### config.mk
export PLATFORM = sky130hd
export DESIGN_NAME = cache_control
export DESIGN_NICKNAME = d
export VERILOG_FILES = /design/src/hdl/cache_ctrl_pkg.sv /design/src/hdl/cache_control.sv
export SDC_FILE = /design/constraint.sdc
export NUM_CORES = 1
export LEC_CHECK = 0
export ABC_AREA = 1
export BUFFER_PORTS_ARGS = -buffer_cell sky130_fd_sc_hd__buf_2
export CORE_AREA = 5 5 42 44
export CTS_CLUSTER_SIZE = 16
export DETAILED_ROUTE_END_ITERATION = 8
export DIE_AREA = 0 0 47 49
export PLACE_DENSITY = 0.43
export SETUP_SLACK_MARGIN = 0.4
export SYNTH_ARGS = -nofsm -noshare
export SYNTH_HDL_FRONTEND = slang
export SYNTH_SLANG_ARGS = --single-unit
### constraint.sdc
create_clock -name clk -period 1.1 [get_ports clk]
set_input_delay 0.055 -clock clk [delete_from_list [all_inputs] [get_ports clk]]
set_output_delay 0.055 -clock clk [all_outputs]
set_load 0.01 [all_outputs]
### src/hdl/cache_ctrl_pkg.sv
package cache_ctrl_pkg;

    typedef enum logic [2:0] {
        s_idle,
        s_check,
        s_writeback,
        s_fill,
        s_resp
    } cache_state_t;

endpackage

### src/hdl/cache_control.sv
`timescale 1ns/1ps

module cache_control (
    input  logic clk,
    input  logic arst_n,
    // processor side
    input  logic mem_read,
    input  logic mem_write,
    output logic mem_resp,
    // memory side
    output logic pmem_read,
    output logic pmem_write,
    input  logic pmem_resp,
    // datapath status
    input  logic hit,
    input  logic lru_dirty,
    // datapath strobes
    output logic way_sel_method,
    output logic load_line_data,
    output logic line_datain_sel,
    output logic load_valid,
    output logic valid_in,
    output logic load_dirty,
    output logic dirty_in,
    output logic load_lru,
    output logic load_wb_reg,
    output logic address_sel
);

    cache_ctrl_pkg::cache_state_t state;
    cache_ctrl_pkg::cache_state_t state_nxt;

    always_ff @(posedge clk or negedge arst_n) begin
        if (!arst_n) begin
            state <= cache_ctrl_pkg::s_idle;
        end else begin
            state <= state_nxt;
        end
    end

    always_comb begin
        state_nxt       = state;
        mem_resp        = 1'b0;
        pmem_read       = 1'b0;
        pmem_write      = 1'b0;
        way_sel_method  = 1'b0;
        load_line_data  = 1'b0;
        line_datain_sel = 1'b0;
        load_valid      = 1'b0;
        valid_in        = 1'b0;
        load_dirty      = 1'b0;
        dirty_in        = 1'b0;
        load_lru        = 1'b0;
        load_wb_reg     = 1'b0;
        address_sel     = 1'b0;

        case (state)
            cache_ctrl_pkg::s_idle: begin
                if (mem_read || mem_write) begin
                    state_nxt = cache_ctrl_pkg::s_check;
                end
            end
            cache_ctrl_pkg::s_check: begin
                if (hit) begin
                    mem_resp = 1'b1;
                    load_lru = 1'b1;
                    if (mem_write) begin
                        load_line_data  = 1'b1;
                        line_datain_sel = 1'b1;
                        load_dirty      = 1'b1;
                        dirty_in        = 1'b1;
                    end
                    state_nxt = cache_ctrl_pkg::s_resp;
                end else if (lru_dirty) begin
                    load_wb_reg = 1'b1;
                    state_nxt   = cache_ctrl_pkg::s_writeback;
                end else begin
                    state_nxt = cache_ctrl_pkg::s_fill;
                end
            end
            cache_ctrl_pkg::s_writeback: begin
                pmem_write  = 1'b1;
                address_sel = 1'b1;
                if (pmem_resp) begin
                    state_nxt = cache_ctrl_pkg::s_fill;
                end
            end
            cache_ctrl_pkg::s_fill: begin
                pmem_read      = 1'b1;
                way_sel_method = 1'b1;
                if (pmem_resp) begin
                    // new line lands clean in the lru way
                    load_line_data = 1'b1;
                    load_valid     = 1'b1;
                    valid_in       = 1'b1;
                    load_dirty     = 1'b1;
                    state_nxt      = cache_ctrl_pkg::s_check;
                end
            end
            cache_ctrl_pkg::s_resp: begin
                // processor drops its request during this cycle
                state_nxt = cache_ctrl_pkg::s_idle;
            end
            default: begin
                state_nxt = cache_ctrl_pkg::s_idle;
            end
        endcase
    end

endmodule

==> key figures <==
Critical path
  – Top delay family on crit path: flip-flops
  – Worst Reg-to-Reg Cells: 8
  – Arrival time worst endpoint: 1230 ps
  – Worst R2R Start: state[1]
  – Req. time, crit path: about 1000 ps
  – WS Path Type: flip-flop to output pin
  – Critical path peak fanout: 6
  – CP peak stage delay: 410 ps
  – CP Launch Type: flip-flop
  – CP Buf/Inv Count: 1
  – CP max-delay cell: dfrtp_1
  – Cells along the critical path: nor2_4 -> nand2_4 -> o22ai_4 -> buf_6
  – Reg2Reg Capture Point: state[1]
  – CP Capture Type: output pin
  – Reg2reg setup slack: -60 ps

Drt
  – Metal2 WL: 381 µm
  – Routed vias/inst: 3.69
  – DR DRC count: 0
  – Number of DRC markers in iteration 0: 2
  – Detailed-route via count: around 300
  – Pre-antenna DRT Iters: 2
  – Met1 WL: approximately 290 µm
  – Antenna Nets Post-Route: 0
  – Met3 routed WL: between 40 and 50 µm
  – Highest routed layer: met3
  – Routed wire length: 708 µm
  – Wirelength per Cell: roughly 9 µm

Die
  – Vert. Die Dim: a little under 50 µm
  – Core footprint: about 1400 µm²
  – Die W: approximately 47 µm
  – Floorplan row count: 14
  – Starting Density: between 10% and 20%
  – Top Ports: 20
  – Die ar.: about 2300 µm²

Power
  – VDD IR-drop max: about 0.0010 V
  – LEAKAGE: roughly 0.28 nW
  – Design Power: 1.32 mW
  – PD cells: 2670 nW/µm²

Timing
  – Max Clk Rate: just under 800 MHz
  – Final hold vios: 0
  – Worst-Margin Slew: ~190 ps
  – Final period util: 116%
  – Fin. max-slew vios: 0
  – Final Critical Period: roughly 1300 ps
  – RSZ-0062 raised after global routing: yes
  – Final Skew: around 5.2 ps
  – Setup_tns: -1710 ps
  – Final worst slack: -180 ps
  – Setup violators final: 15
  – Relative slew slack: 87.3%

Yosys
  – Post-synth top flop: dfrtp_1
  – Async S/R FF share, synth: between 90% and 100%
  – Syn. warnings: 0
  – Synth top area cells: dfrtp_1 28%, buf_4 17%, nand2_1 17%
  – EDFF count, synth: 0
  – Mapped Cells: 44
  – Most frequent cell after synthesis: nand2_1
  – Post-Syn Area per Cell: between 6 and 7 µm²
  – Synth Net Count: about 50
  – Most frequent cells after synthesis: 12 x nand2_1, 9 x nor2_1, 7 x inv_1
  – Yosys cell types: 10
  – Synthesis-stage register bit count: 3
  – Seq/Total Area, Yosys: 27.9%
  – Yosys top cell area share: 27.9%
  – Area leader, netlist: dfrtp_1
  – Synth Cell Area: between 200 and 300 µm²

Clocking
  – CTS H-Tree Depth: 1
  – Clock transition at the registers of the reported paths: about 40 ps
  – TritonCTS clock tree: yes
  – CTS root buf: clkbuf_4
  – Clock tree buffer depth: 2
  – Clk sinks: 3
  – CTS buffer count: 3
  – Worst-Skew Late Latency: ~230 ps

Placed design
  – Detailed Place HPWL: 540 µm
  – Routability cong.: around 0.66
  – I/O Buffers: 19

Job
  – MaxCap Viol Count: 0

GRT
  – Vias in the first global route: 288
  – Largest net degree at the start of global routing: 7
  – Initial antenna violation count: 0
  – GRT Overall Usage: under 10%
  – First-pass GRT wire length: 1120 µm
  – Congestion Overflow GR: 0

Outcome
  – Failing checks: negative setup slack
  – Run status: finished, violations left

Final layout
  – Largest Register: state
  – Antenna diodes: 0
  – Max reg flops: 3
  – Biggest regs: state: 3 flops
  – # fillers: about 180
  – Final net count: between 70 and 80
  – Area grow syn2layout: 83.3%
  – Share of layout cells above drive strength 1: between 50% and 60%

Worst hold path
  – Worst Hold Class: input pin to async pin
[layout make-up]
cell class / count / area [µm²] / share of cell area (%)
clock buffers: 4 / 26.3 / 5.33
inverters: 7 / 26.3 / 5.33
multi-input cells: 28 / 174 / 35.3
flip-flops and latches: 3 / 77.6 / 15.7
well taps: 16 / 20.0 / 4.06
repair buffers: 23 / 169 / 34.3
[power breakdown]
| group | internal [mW] | total [mW] | switching, mW |
|---|---|---|---|
| Sequential | 0.166 | 0.250 | 0.0833 |
| Combinational | 0.418 | 0.871 | 0.453 |
| Clock | 0.136 | 0.196 | 0.0596 |
[routing by layer]
metal	track usage (%)	up-vias
met5	0	-
met4	5.53	0
met3	2.21	0
met2	10.6	11
met1	7.27	123
li1	-	165
[stage by stage]
step | hold slack (ps) | setup slack [ps] | utilization (%) | area (µm²) | cells
CTS | 147 | -194 | 32.8 | 459 | 79
global route | 146 | -252 | 35.2 | 493 | 81
global placement | -147 | 50.4 | 27.3 | 383 | 73
finish | 146 | -180 | 35.2 | 493 | 81
floorplan | -241 | 66.7 | - | 317 | 44
detailed placement | -148 | 47.8 | 27.3 | 383 | 73
[worst max path at each step]
| stage | slack [ps] | cells past startpoint | startpoint | endpoint |
|---|---|---|---|---|
| finish | -180 | 4 | state[1] | load_dirty |
| global route | -250 | 4 | state[1] | load_dirty |
| CTS | -190 | 4 | state[2] | load_dirty |
| detailed placement | 50 | 4 | state[1] | load_dirty |
| global placement | 50 | 4 | state[1] | load_line_data |
| floorplan | 70 | 4 | state[1] | load_line_data |
[logic make-up after synthesis]
kind of cell	after synthesis	share of synthesized area (%)
AOI/OAI and AO/OA	2	5.58
and+or+nand+nor	26	40.0
DFF	3	27.9
buffers and inverters	13	26.5
[layout by cell type (no fill, tap or decap), drive strengths merged]
master	synthesis	routed
buf	6	22
nand2	13	13
nor2	11	11
inv	7	7
clkbuf	0	4
dfrtp	3	3
nand3	2	2
o22ai	1	1
o21ai	1	1
dlygate4sd3	0	1
[what timing repair did]
action                     4_1_cts  5_1_grt
hold endpoints to repair         3        0
setup endpoints to repair       16       16
hold buffers                     1        0
resized for setup                7        4
pin swaps                        2        2
setup buffers                    1        2
Note: power is estimated with default switching activity, not from simulation.
